`src/source/cpu_macros.svh`:
```
`ifndef CPU_MACROS_SVH
`define CPU_MACROS_SVH

// Data path and byte address width
`define CPU_WORD_W 32

// Register file index width (x0..x31)
`define CPU_REG_ADDR_W 5

// Data RAM size in 32-bit words
// Kept a power of two so the word index wraps by truncation
`define RAM_DEPTH_WORDS 256

// Idle cycles the RAM inserts before each ready
`define RAM_WAIT_DEFAULT 2

`endif
```
`src/source/axil_pkg.sv`:
```
`include "cpu_macros.svh"

package axil_pkg;

	// Channels driven by the master
	typedef struct packed {
		logic [`CPU_WORD_W-1:0]    awaddr;
		logic                      awvalid;
		logic [`CPU_WORD_W-1:0]    wdata;
		logic [`CPU_WORD_W/8-1:0]  wstrb;
		logic                      wvalid;
		logic                      bready;
		logic [`CPU_WORD_W-1:0]    araddr;
		logic                      arvalid;
		logic                      rready;
	} axil_req_t;

	// Channels driven by the slave
	typedef struct packed {
		logic                      awready;
		logic                      wready;
		logic                      bvalid;
		logic [1:0]                bresp;    // Always OKAY here
		logic                      arready;
		logic                      rvalid;
		logic [`CPU_WORD_W-1:0]    rdata;
		logic [1:0]                rresp;    // Always OKAY here
	} axil_rsp_t;

	// Bus master sequencing
	typedef enum logic [2:0] {
		ST_IDLE  = 3'd0,  // Waiting for a stage request
		ST_WRITE = 3'd1,  // AW and W beats outstanding
		ST_WRESP = 3'd2,  // Waiting on B
		ST_READ  = 3'd3,  // AR beat outstanding
		ST_RDATA = 3'd4   // Waiting on R
	} axil_state_e;

endpackage

```
`src/source/cpu_pkg.sv`:
```
`include "cpu_macros.svh"

package cpu_pkg;

	// Memory operation carried from execute
	typedef enum logic [3:0] {
		OP_NOP = 4'd0,   // Register write pass-through only
		OP_LB  = 4'd1,
		OP_LH  = 4'd2,
		OP_LW  = 4'd3,
		OP_LBU = 4'd4,
		OP_LHU = 4'd5,
		OP_SB  = 4'd6,
		OP_SH  = 4'd7,
		OP_SW  = 4'd8
	} mem_op_e;

	// Execute to memory stage
	typedef struct packed {
		logic                        valid;
		mem_op_e                     op;
		logic [`CPU_WORD_W-1:0]      addr;   // Byte address
		logic [`CPU_WORD_W-1:0]      wdata;  // Store data or ALU result
		logic [`CPU_REG_ADDR_W-1:0]  rd;
		logic                        rd_we;
	} ex_mem_t;

	// Memory stage to write-back
	typedef struct packed {
		logic                        valid;
		logic [`CPU_REG_ADDR_W-1:0]  rd;
		logic                        rd_we;
		logic [`CPU_WORD_W-1:0]      data;
	} mem_wb_t;

	// Stage to bus master, held until done
	typedef struct packed {
		logic                        valid;
		logic                        write;
		logic [`CPU_WORD_W-1:0]      addr;   // Word aligned
		logic [`CPU_WORD_W-1:0]      wdata;  // Lane-replicated store data
		logic [`CPU_WORD_W/8-1:0]    wstrb;
	} mem_req_t;

	// Bus master back to stage
	typedef struct packed {
		logic                        done;   // One-cycle completion pulse
		logic [`CPU_WORD_W-1:0]      rdata;  // Valid with done on reads
	} mem_rsp_t;

endpackage

```
`src/source/axil_data_master.sv`:
```
`timescale 1ns/1ps

module axil_data_master (
	input  logic                clk,
	input  logic                rst,
	input  cpu_pkg::mem_req_t   req_i,
	output cpu_pkg::mem_rsp_t   rsp_o,
	output axil_pkg::axil_req_t axil_o,
	input  axil_pkg::axil_rsp_t axil_i
);

	axil_pkg::axil_state_e state;

	logic aw_pend;   // AW beat not yet taken
	logic w_pend;    // W beat not yet taken
	logic aw_left;
	logic w_left;
	logic done_q;
	logic [$bits(req_i.wdata)-1:0] rdata_q;

	// Beats still outstanding after this edge
	assign aw_left = aw_pend && !axil_i.awready;
	assign w_left  = w_pend && !axil_i.wready;

	always_ff @(posedge clk) begin
		if (rst) begin
			state   <= axil_pkg::ST_IDLE;
			aw_pend <= 1'b0;
			w_pend  <= 1'b0;
			done_q  <= 1'b0;
		end else begin
			done_q <= 1'b0;
			case (state)
				axil_pkg::ST_IDLE: begin
					// Request is still up during the done cycle, skip it
					if (req_i.valid && !done_q) begin
						if (req_i.write) begin
							state   <= axil_pkg::ST_WRITE;
							aw_pend <= 1'b1;
							w_pend  <= 1'b1;
						end else begin
							state <= axil_pkg::ST_READ;
						end
					end
				end
				axil_pkg::ST_WRITE: begin
					aw_pend <= aw_left;                     // Address and data in any order
					w_pend  <= w_left;
					if (!aw_left && !w_left)
						state <= axil_pkg::ST_WRESP;
				end
				axil_pkg::ST_WRESP: begin
					if (axil_i.bvalid) begin
						state  <= axil_pkg::ST_IDLE;
						done_q <= 1'b1;                     // bresp ignored
					end
				end
				axil_pkg::ST_READ: begin
					if (axil_i.arready)
						state <= axil_pkg::ST_RDATA;
				end
				axil_pkg::ST_RDATA: begin
					if (axil_i.rvalid) begin
						state  <= axil_pkg::ST_IDLE;
						done_q <= 1'b1;
					end
				end
				default: state <= axil_pkg::ST_IDLE;
			endcase
		end
	end

	// Read data capture on the R beat
	always_ff @(posedge clk) begin
		if (state == axil_pkg::ST_RDATA && axil_i.rvalid)
			rdata_q <= axil_i.rdata;
	end

	// Payload straight from the held request, handshakes from state
	always_comb begin
		axil_o.awaddr  = req_i.addr;
		axil_o.wdata   = req_i.wdata;
		axil_o.wstrb   = req_i.wstrb;
		axil_o.araddr  = req_i.addr;
		axil_o.awvalid = (state == axil_pkg::ST_WRITE) && aw_pend;
		axil_o.wvalid  = (state == axil_pkg::ST_WRITE) && w_pend;
		axil_o.bready  = (state == axil_pkg::ST_WRESP);
		axil_o.arvalid = (state == axil_pkg::ST_READ);
		axil_o.rready  = (state == axil_pkg::ST_RDATA);
	end

	assign rsp_o.done  = done_q;
	assign rsp_o.rdata = rdata_q;

endmodule

```
`config.mk`:
```
export PLATFORM = sky130hd
export DESIGN_NAME = axil_data_master
export DESIGN_NICKNAME = d
export VERILOG_FILES = /design/src/source/axil_pkg.sv /design/src/source/cpu_pkg.sv /design/src/source/axil_data_master.sv
export VERILOG_INCLUDE_DIRS = /design/src /design/src/source
export SDC_FILE = /design/constraint.sdc
export NUM_CORES = 1
export LEC_CHECK = 0
export BUFFER_PORTS_ARGS = -buffer_cell sky130_fd_sc_hd__buf_2
export CORE_AREA = 2 2 98 100
export CTS_CLUSTER_SIZE = 12
export DETAILED_ROUTE_END_ITERATION = 16
export DIE_AREA = 0 0 100 102
export GPL_ROUTABILITY_DRIVEN = 0
export PLACE_DENSITY_LB_ADDON = 0.1
export SLEW_MARGIN = 20
export SYNTH_ARGS = -nofsm -noshare
export SYNTH_HDL_FRONTEND = slang
export SYNTH_SLANG_ARGS = --single-unit
```
`constraint.sdc`:
```
create_clock -name clk -period 2.4 [get_ports clk]
set_input_delay 0.6 -clock clk [delete_from_list [all_inputs] [get_ports clk]]
set_output_delay 0.6 -clock clk [all_outputs]
set_load 0.01 [all_outputs]
```
==> metrics.csv <==
stage,metric,value,unit
status,status,"complete, no violations",
setup_path,crit_slowest_cell,dfxtp_1,
route,drtIter0Drc,22,
clock_tree,htreeDepth,2,
finish,fillers,988,
yosys,synth.net_count,292,
timing,setup_viol,0,
route,drtPass1Iterations,4,
die,start_util,22.9,%
setup_path,cp.arrival,1.32,ns
die,io_pins,251,
worst_hold_path,hold_depth,2,
setup_path,crit_fanout,7,
worst_hold_path,min-delay-path-class,reg -> reg,
yosys,synth.distinct_cells,22,
place,portBuffers,78,
setup_path,cp.buffers_inverters,1,
clock_tree,clock-sinks,38,
clock_tree,cts_setup_buffers,0,
clock_tree,cts_resized,0,
timing,hold_ws,0.468,ns
clock_tree,insertion_delay,0.29,ns
timing,tightestPinTransition,0.446,ns
global_routing,gr-total-overflow,0,
clock_tree,numCtsBuffers,5,
global_routing,grt_pass1_wl,6400,um
timing,maxClockFrequency,521,MHz
yosys,seq_area_frac_synth,51.9,%
finish,syn_to_final_growth,-4.62,%
clock_tree,cts_buffer_depth,2,
yosys,synthCells,179,
timing,period_needed,1.92,ns
finish,drive_gt1_share,56.1,%
power_and_ir_drop,internal_power,1270,uW
power_and_ir_drop,clockPowerShare,38.5,%
power_and_ir_drop,vdd_drop_max,0.214,mV
die,die_w,100,um
route,routed_wl,4880,um
finish,fin_nets,276,
finish,final_common_cell,buf_2,
power_and_ir_drop,switching_share,23.1,%
timing,finalCritPeriodShare,80.0,%
global_routing,grt_max_degree,34,
die,coreArea,9110,um2
route,via_count,1048,
setup_path,rr_worst_depth,3,
timing,slew_violations,0,
setup_path,startpoint_type,flip-flop,
power_and_ir_drop,comb_power_share,13.6,%
clock_tree,cts_tree,yes,
setup_path,cp.required,1.80,ns
die,fp.dieH,102,um
yosys,ys_warn_count,0,
power_and_ir_drop,seqPwrFrac,47.9,%
place,place_area,1850,um2
yosys,synth-main-ff-cell,edfxtp_1,
timing,fin_tns_setup,0,ns
yosys,synth-seq-cells,38,
power_and_ir_drop,p_total,1660,uW
setup_path,cp-end-kind,output port,
global_routing,track_usage,8.84,%
yosys,async_flop_share,0,%
timing,skew,0.00940,ns
die,rows,35,
power_and_ir_drop,power_density,833,nW/um2
route,wl_per_cell,17.8,um
setup_path,slowest_delay,0.45,ns
setup_path,path_cells,nor3b_4 > and2_2 > buf_2,
power_and_ir_drop,p_leak,0.000826,uW
timing,max-slew-margin-rel,70.2,%
timing,rsz0062_at_grt,false,
route,via_per_inst,3.81,
yosys,synth.avg_cell_area,11.6,um2
clock_tree,cts-root-buf,clkbuf_8,
clock_tree,path_clk_slew,0.08,ns
finish,final_core_util,21.8,%
global_routing,antenna_found_initial,0,
setup_path,cp.depth,3,
finish,layout_common_cells,"buf_2 (78), edfxtp_1 (32), nand2_1 (8)",
yosys,synth_edf_count,32,
finish,stdcell_area,1990,um2
yosys,synth_area,2080,um2
finish,n_antenna_cell,0,
die,die-area,10200,um2
setup_path,cp_top_family,simple AND/OR/NAND/NOR gates,
global_routing,grt_pass1_vias,1036,
route,drc_errors,0,
route,drtAntennaViolNets,0,
timing,timing_hold_violations_final,0,
power_and_ir_drop,switching_power,383,uW
clock_tree,hold_buffers,0,
setup_path,crit_type,reg -> out,
job,max-cap-violations,0,
[worst paths after layout]
path                    startpoint              endpoint  slack, ns
max          state[0]$_SDFFE_PP0P_            axil_o[72]       0.48
min           aw_pend$_SDFFE_PP0P_  aw_pend$_SDFFE_PP0P_       0.47
max reg2reg  state[1]$_SDFFE_PP0P_  rdata_q[9]$_DFFE_PP_       0.84
min reg2reg   aw_pend$_SDFFE_PP0P_  aw_pend$_SDFFE_PP0P_       0.47
[kinds of logic after synthesis]
family / count (synthesis) / share of synthesized area [%]
flops: 38 / 51.9
buf+inv: 105 / 37.3
compound gates: 8 / 2.58
mux: 2 / 0.961
simple gates: 26 / 7.27
[worst reg2reg max path, cell delays in order (launching register included)]
cell and delay, ns:
dfxtp_1 0.42, nor2_1 0.20, and3_1 0.18, buf_4 0.39
[cell type report]
type	count	area (um2)	area share, %
clock buffers	5	68.8	3.46
inverters	3	11.3	0.567
well taps	111	139	6.99
clock inverters	3	63.8	3.21
repair buffers	79	398	20.0
multi-input cells	36	225	11.3
flip-flops and latches	38	1080	54.4
[power by group through the flow]
stage	Clock (uW)	Sequential (uW)	Combinational, uW
floorplan	0	788	338
global placement	0	807	226
detailed placement	0	807	227
CTS	667	792	228
global route	690	799	252
finish	638	793	225
[through the flow]
stage                     setup WS [ns]  cells
after floorplan                   0.557    179
after global placement            0.787    267
after detailed placement          0.772    267
after CTS                         0.454    275
after global routing              0.366    275
final                             0.479    275
[per-layer routing]
layer | vias up | GRT usage [%] | share of wire, %
met5 | - | 0 | 0
met4 | 0 | 4.32 | 1.8
met3 | 10 | 6.77 | 16
met2 | 125 | 16.3 | 53
met1 | 461 | 6.67 | 29
li1 | 452 | - | -
[flip-flops by register name, summed over array words and instances, names as in the netlist]
name and flops:
aw_pend 1, rdata_q 32, w_pend 1, done_q 1
state 3
[cells in the mapped netlist (2+ instances only)]
cell      instances  share of area (%)
a21oi_1           4               0.96
nor2b_1           2               0.60
inv_1             3               0.54
buf_4           102                 37
nand2b_1          2               0.60
mux2i_1           2               0.96
dfxtp_1           6                5.8
edfxtp_1         32                 46
nor3_1            3               0.72
nand2_1           8                1.4
nor2_1            3               0.54
and2_2            2               0.72
Note: power is estimated with default switching activity, not from simulation.
