## src/source/cpu_macros.svh

```systemverilog
`ifndef CPU_MACROS_SVH
`define CPU_MACROS_SVH

// Data path and byte address width
`define CPU_WORD_W 32

// Register file index width (x0..x31)
`define CPU_REG_ADDR_W 5

// Data RAM size in 32-bit words
// Kept a power of two so the word index wraps by truncation
`define RAM_DEPTH_WORDS 256

// Idle cycles the RAM inserts before each ready
`define RAM_WAIT_DEFAULT 2

`endif
```

## src/source/cpu_pkg.sv

```systemverilog
`include "cpu_macros.svh"

package cpu_pkg;

	// Memory operation carried from execute
	typedef enum logic [3:0] {
		OP_NOP = 4'd0,   // Register write pass-through only
		OP_LB  = 4'd1,
		OP_LH  = 4'd2,
		OP_LW  = 4'd3,
		OP_LBU = 4'd4,
		OP_LHU = 4'd5,
		OP_SB  = 4'd6,
		OP_SH  = 4'd7,
		OP_SW  = 4'd8
	} mem_op_e;

	// Execute to memory stage
	typedef struct packed {
		logic                        valid;
		mem_op_e                     op;
		logic [`CPU_WORD_W-1:0]      addr;   // Byte address
		logic [`CPU_WORD_W-1:0]      wdata;  // Store data or ALU result
		logic [`CPU_REG_ADDR_W-1:0]  rd;
		logic                        rd_we;
	} ex_mem_t;

	// Memory stage to write-back
	typedef struct packed {
		logic                        valid;
		logic [`CPU_REG_ADDR_W-1:0]  rd;
		logic                        rd_we;
		logic [`CPU_WORD_W-1:0]      data;
	} mem_wb_t;

	// Stage to bus master, held until done
	typedef struct packed {
		logic                        valid;
		logic                        write;
		logic [`CPU_WORD_W-1:0]      addr;   // Word aligned
		logic [`CPU_WORD_W-1:0]      wdata;  // Lane-replicated store data
		logic [`CPU_WORD_W/8-1:0]    wstrb;
	} mem_req_t;

	// Bus master back to stage
	typedef struct packed {
		logic                        done;   // One-cycle completion pulse
		logic [`CPU_WORD_W-1:0]      rdata;  // Valid with done on reads
	} mem_rsp_t;

endpackage

```

## src/source/mem_stage.sv

```systemverilog
`timescale 1ns/1ps
`include "cpu_macros.svh"

module mem_stage (
	input  logic              clk,
	input  logic              rst,
	input  cpu_pkg::ex_mem_t  ex_i,
	output logic              stall_o,
	output cpu_pkg::mem_wb_t  wb_o,
	output cpu_pkg::mem_req_t req_o,
	input  cpu_pkg::mem_rsp_t rsp_i
);

	typedef enum logic {
		S_IDLE,  // Slot free, accepting from execute
		S_BUSY   // Bus access in flight, execute held
	} stage_state_e;

	stage_state_e state;

	logic accept;
	logic is_load;
	logic is_store;
	logic bus_access;
	logic [`CPU_WORD_W-1:0]   st_data;
	logic [`CPU_WORD_W/8-1:0] st_strb;

	// Latched instruction info for load extraction
	cpu_pkg::mem_op_e lat_op;
	logic [1:0]       lat_off;

	// Request payload held toward the master
	logic                     req_write;
	logic [`CPU_WORD_W-1:0]   req_addr;
	logic [`CPU_WORD_W-1:0]   req_wdata;
	logic [`CPU_WORD_W/8-1:0] req_strb;

	// Retire register
	logic                       wb_valid;
	logic [`CPU_REG_ADDR_W-1:0] wb_rd;
	logic                       wb_rd_we;
	logic [`CPU_WORD_W-1:0]     wb_data;

	logic [7:0]             ld_byte;
	logic [15:0]            ld_half;
	logic [`CPU_WORD_W-1:0] ld_data;

	assign stall_o = (state == S_BUSY);          // Registered, no comb path from ex_i
	assign accept  = ex_i.valid && !stall_o;

	// Op class decode
	always_comb begin
		is_load  = 1'b0;
		is_store = 1'b0;
		case (ex_i.op)
			cpu_pkg::OP_LB, cpu_pkg::OP_LH, cpu_pkg::OP_LW,
			cpu_pkg::OP_LBU, cpu_pkg::OP_LHU: is_load = 1'b1;
			cpu_pkg::OP_SB, cpu_pkg::OP_SH, cpu_pkg::OP_SW: is_store = 1'b1;
			default: ;                                // NOP and unknown ops pass through
		endcase
	end

	// Store lane replication and strobe
	always_comb begin
		st_data = ex_i.wdata;
		st_strb = '0;
		case (ex_i.op)
			cpu_pkg::OP_SB: begin
				st_data = {4{ex_i.wdata[7:0]}};
				st_strb = 4'b0001 << ex_i.addr[1:0];      // One lane per byte offset
			end
			cpu_pkg::OP_SH: begin
				st_data = {2{ex_i.wdata[15:0]}};
				if (!ex_i.addr[0])
					st_strb = 4'b0011 << ex_i.addr[1:0];  // Low or high half
			end
			cpu_pkg::OP_SW: st_strb = 4'b1111;
			default: ;
		endcase
	end

	// Empty strobe means misaligned SH, retired with no bus transfer
	assign bus_access = is_load || (is_store && (st_strb != '0));

	// Load lane select on the returned word
	assign ld_byte = rsp_i.rdata[{lat_off, 3'b000} +: 8];
	assign ld_half = rsp_i.rdata[{lat_off[1], 4'b0000} +: 16];

	always_comb begin
		ld_data = '0;                                 // Stores and misaligned loads give zero
		case (lat_op)
			cpu_pkg::OP_LB:  ld_data = {{(`CPU_WORD_W-8){ld_byte[7]}}, ld_byte};
			cpu_pkg::OP_LBU: ld_data = {{(`CPU_WORD_W-8){1'b0}}, ld_byte};
			cpu_pkg::OP_LH: begin
				if (!lat_off[0])
					ld_data = {{(`CPU_WORD_W-16){ld_half[15]}}, ld_half};
			end
			cpu_pkg::OP_LHU: begin
				if (!lat_off[0])
					ld_data = {{(`CPU_WORD_W-16){1'b0}}, ld_half};
			end
			cpu_pkg::OP_LW: begin
				if (lat_off == 2'b00)
					ld_data = rsp_i.rdata;
			end
			default: ;
		endcase
	end

	// Slot control
	always_ff @(posedge clk) begin
		if (rst) begin
			state    <= S_IDLE;
			wb_valid <= 1'b0;
		end else begin
			wb_valid <= 1'b0;                          // Single-cycle retire pulse
			case (state)
				S_IDLE: begin
					if (accept) begin
						if (bus_access)
							state <= S_BUSY;
						else
							wb_valid <= 1'b1;              // Pass-through retires next cycle
					end
				end
				S_BUSY: begin
					if (rsp_i.done) begin
						state    <= S_IDLE;
						wb_valid <= 1'b1;
					end
				end
				default: state <= S_IDLE;
			endcase
		end
	end

	// Payload capture
	always_ff @(posedge clk) begin
		if (accept) begin
			lat_op    <= ex_i.op;
			lat_off   <= ex_i.addr[1:0];
			req_write <= is_store;
			req_addr  <= {ex_i.addr[`CPU_WORD_W-1:2], 2'b00};
			req_wdata <= st_data;
			req_strb  <= st_strb;
			wb_rd     <= ex_i.rd;
			wb_rd_we  <= ex_i.rd_we && !is_store;      // Stores never write a register
			wb_data   <= is_store ? '0 : ex_i.wdata;
		end else if (stall_o && rsp_i.done) begin
			wb_data   <= ld_data;
		end
	end

	always_comb begin
		req_o.valid = stall_o;
		req_o.write = req_write;
		req_o.addr  = req_addr;
		req_o.wdata = req_wdata;
		req_o.wstrb = req_strb;
	end

	always_comb begin
		wb_o.valid = wb_valid;
		wb_o.rd    = wb_rd;
		wb_o.rd_we = wb_rd_we;
		wb_o.data  = wb_data;
	end

endmodule

```

## config.mk

```make
export PLATFORM = sky130hd
export DESIGN_NAME = mem_stage
export DESIGN_NICKNAME = d
export VERILOG_FILES = /design/src/source/cpu_pkg.sv /design/src/source/mem_stage.sv
export VERILOG_INCLUDE_DIRS = /design/src /design/src/source
export SDC_FILE = /design/constraint.sdc
export NUM_CORES = 1
export LEC_CHECK = 0
export BUFFER_PORTS_ARGS = -buffer_cell sky130_fd_sc_hd__buf_2
export CORE_AREA = 2 2 100 102
export CTS_BUF_LIST = sky130_fd_sc_hd__clkbuf_4 sky130_fd_sc_hd__clkbuf_8
export CTS_CLUSTER_SIZE = 24
export DETAILED_ROUTE_END_ITERATION = 10
export DIE_AREA = 0 0 102 104
export GPL_TIMING_DRIVEN = 0
export HOLD_SLACK_MARGIN = 0.15
export PLACE_DENSITY = 0.85
export SLEW_MARGIN = 20
export SYNTH_ARGS = -nofsm -noshare
export SYNTH_HDL_FRONTEND = slang
export SYNTH_SLANG_ARGS = --single-unit
```

## constraint.sdc

```tcl
create_clock -name clk -period 6.5 [get_ports clk]
set_input_delay 0.65 -clock clk [delete_from_list [all_inputs] [get_ports clk]]
set_output_delay 0.65 -clock clk [all_outputs]
set_load 0.02 [all_outputs]
```

==> flow_summary.json <==
{
  "outcome": "completed",
  "die_y_um": 104,
  "cts_buffers": 17,
  "fmax_mhz": 401,
  "clk_latency_ns": 0.42,
  "worstSetupPathType": "reg -> reg",
  "cp_max_fo": 44,
  "ys_seq_elements": 113,
  "postRouteAntennaNets": 0,
  "regToRegEndpoint": "wb_data[6]",
  "hold_path_end": "req_addr[4]",
  "tightestPinTransition_ns": 0.925,
  "diodes": 0,
  "hold_depth": 1,
  "synth_cells": 350,
  "drt-initial-drc-count": 322,
  "cts_sinks": 113,
  "clkTransAtPathRegs_ns": 0.07,
  "min_path_type": "in -> reg",
  "reg2reg_depth": 8,
  "min_from": "ex_i[42]",
  "cts_setup_buffers": 0,
  "end_kind": "flop",
  "rsz0062_at_grt": "no",
  "yosys_most_used_dff": "edfxtp_1",
  "synth-edff-count": 111,
  "rows": 36,
  "syn_area_sq_um": 4940,
  "dpl.cell_count": 702,
  "p_leak_nw": 2.87,
  "antenna_found_initial": 0,
  "r2r_start": "stall_o",
  "holdBufCountCts": 0,
  "finalSetupTns_ns": 0,
  "gp_congestion": 0.932,
  "ir_worst_vdd_mv": 0.183,
  "via_per_inst": 5.66,
  "period_minus_slack_ns": 2.49,
  "yosys_warnings": 0,
  "cts_tree": "yes",
  "start_util": 0.517,
  "synth-seq-area-share": 0.683,
  "relSlewSlack": 0.382,
  "fin_nets": 698,
  "seq_area_sq_um": 3370,
  "drive_gt1_frac": 0.468,
  "dieArea_sq_um": 10600,
  "r2r_setup_slack_ns": 4.01,
  "post_synth.cell_area_avg_sq_um": 14.1,
  "final.period_utilization": 0.384,
  "drv_slew": 0,
  "num_vias": 4146,
  "async_reset_ff_frac": 0,
  "required_ns": 6.70,
  "timing.hold.ws_ns": 0.398,
  "instances_no_fill": 733,
  "cts_root_buf": "clkbuf_8",
  "htreeDepth": 4,
  "area_growth_pct": 34.5,
  "coreArea_sq_um": 9550,
  "grt_max_degree": 45,
  "track_usage": 0.267,
  "grt_overflow": 0,
  "startpoint_type": "flop",
  "routed_wirelength_um": 14600,
  "port_buffers": 217,
  "p_per_area_nw_per_um2": 283,
  "grt_pass1_wl_um": 21000,
  "post_cts_resized": 0,
  "drv_cap": 0,
  "finalSetupViolCount": 0,
  "multi_input_area_sq_um": 1410,
  "ios": 220,
  "dp_hpwl_um": 10800,
  "fin_ws_ns": 4.01,
  "num-fill-cells": 713,
  "place_area_sq_um": 6220,
  "hold_viol_final": 0,
  "final_cell_area_sq_um": 6640,
  "drc": 0,
  "synth_cell_types": 49,
  "cp.arrival_ns": 2.70,
  "die_w_um": 102,
  "wire_per_inst_um": 19.9,
  "skew_ns": 0.0104,
  "clockBufferDepth": 2,
  "firstDrtPassIters": 5,
  "grt_pass1_vias": 4042,
  "place_ws_ns": 3.79
}
-- flip-flops by register name, summed over array words and instances, names as in the netlist --
signal     flops
lat_off        2
lat_op         4
req_addr      30
req_strb       4
req_wdata     32
req_write      1
stall_o        1
wb_data       32
wb_rd          5
wb_rd_we       1
wb_valid       1
-- worst max path at each step --
| stage | from | to | cells after the start |
|---|---|---|---|
| 6_report | stall_o | wb_data[6] | 8 |
| 3_3_place_gp | ex_i[74] | wb_data[10] | 7 |
| 5_1_grt | stall_o | wb_data[6] | 8 |
| 4_1_cts | stall_o | wb_data[6] | 5 |
| 2_1_floorplan | ex_i[74] | wb_data[10] | 6 |
| 3_5_place_dp | ex_i[74] | wb_data[6] | 6 |
-- cells in the final DEF, fill, tap and decap left out, drive strengths merged, types with 6 or more instances in the layout --
master / synthesis / final
mux2: 10 / 10
clkinv: 1 / 8
a22oi: 23 / 23
a22o: 9 / 9
nand2: 38 / 38
o21ai: 36 / 36
clkbuf: 10 / 29
buf: 18 / 236
nor2: 7 / 7
a221o: 7 / 7
mux2i: 21 / 21
edfxtp: 111 / 111
o22a: 6 / 6
-- cell families (layout without fill, tap and decap cells) --
kind of cell	after synthesis	count (layout)	share of synthesized area
xor gates and xnor gates	2	2	0.00355
other	1	2	0.000759
and+or+nand+nor	74	74	0.0757
DFF	113	113	0.683
muxes	32	32	0.0699
buffers and inverters	33	282	0.0337
AOI/OAI and AO/OA	95	95	0.133
-- routing by layer --
layer / vias to the layer above / wire length [um] / global-route usage
li1: 1853 / - / -
met3: 33 / 1780 / 0.102
met1: 1957 / 5320 / 0.328
met2: 303 / 7150 / 0.428
met5: - / 0 / 0
met4: 0 / 308 / 0.0943
-- report_power, final --
group          total (W)  switching [W]  leakage, nW  internal [W]
Clock           0.000701       0.000281        0.209      0.000420
Combinational   0.000294       0.000191         1.55      0.000103
Sequential      0.000883      0.0000146         1.11      0.000868
Total            0.00188       0.000487         2.87       0.00139
-- worst max-delay path, stage by stage, from the launching register on --
cell and delay, ns:
dfxtp_1 0.34, nand2b_1 0.23, inv_4 0.45, buf_12 0.31
and3_1 0.22, buf_2 0.17, buf_2 0.25, a32oi_1 0.10
o21ai_0 0.19
-- through the flow --
stage / power, W / utilization
global route: 0.00194 / 0.696
floorplan: 0.00106 / -
detailed placement: 0.00119 / 0.651
finish: 0.00188 / 0.696
CTS: 0.00188 / 0.695
global placement: 0.00118 / 0.649
-- synth_stat cells (all sizes together) (2+ instances only) --
cell    instances  share of area
nor2            7         0.0053
inv             4         0.0030
a21oi           3         0.0030
o21ai          36          0.036
clkbuf         10         0.0076
nor3            3         0.0030
xnor2           2         0.0035
nand4           2         0.0025
o211ai          3         0.0046
a221o           7          0.014
or4b            3         0.0061
o22a            6          0.011
mux2i          21          0.043
dfxtp           2         0.0081
a22oi          23          0.035
edfxtp        111           0.67
a22o            9          0.016
nor2b           4         0.0051
buf            18          0.022
and3            3         0.0038
o31ai           2         0.0030
nor3b           2         0.0030
nand2          38          0.029
nand3           2         0.0020
mux2           10          0.023
nor4            2         0.0038
-- area by class of cell --
cell class,instances,share of cell area
Buffer,28,0.0222
Clock buffer,19,0.0375
Clock inverter,12,0.0250
Inverter,5,0.00320
Multi-Input combinational cell,205,0.213
Sequential cell,113,0.508
Tap cell,133,0.0250
Timing Repair Buffer,218,0.166
No activity file was read; power rests on OpenSTA's default activity.
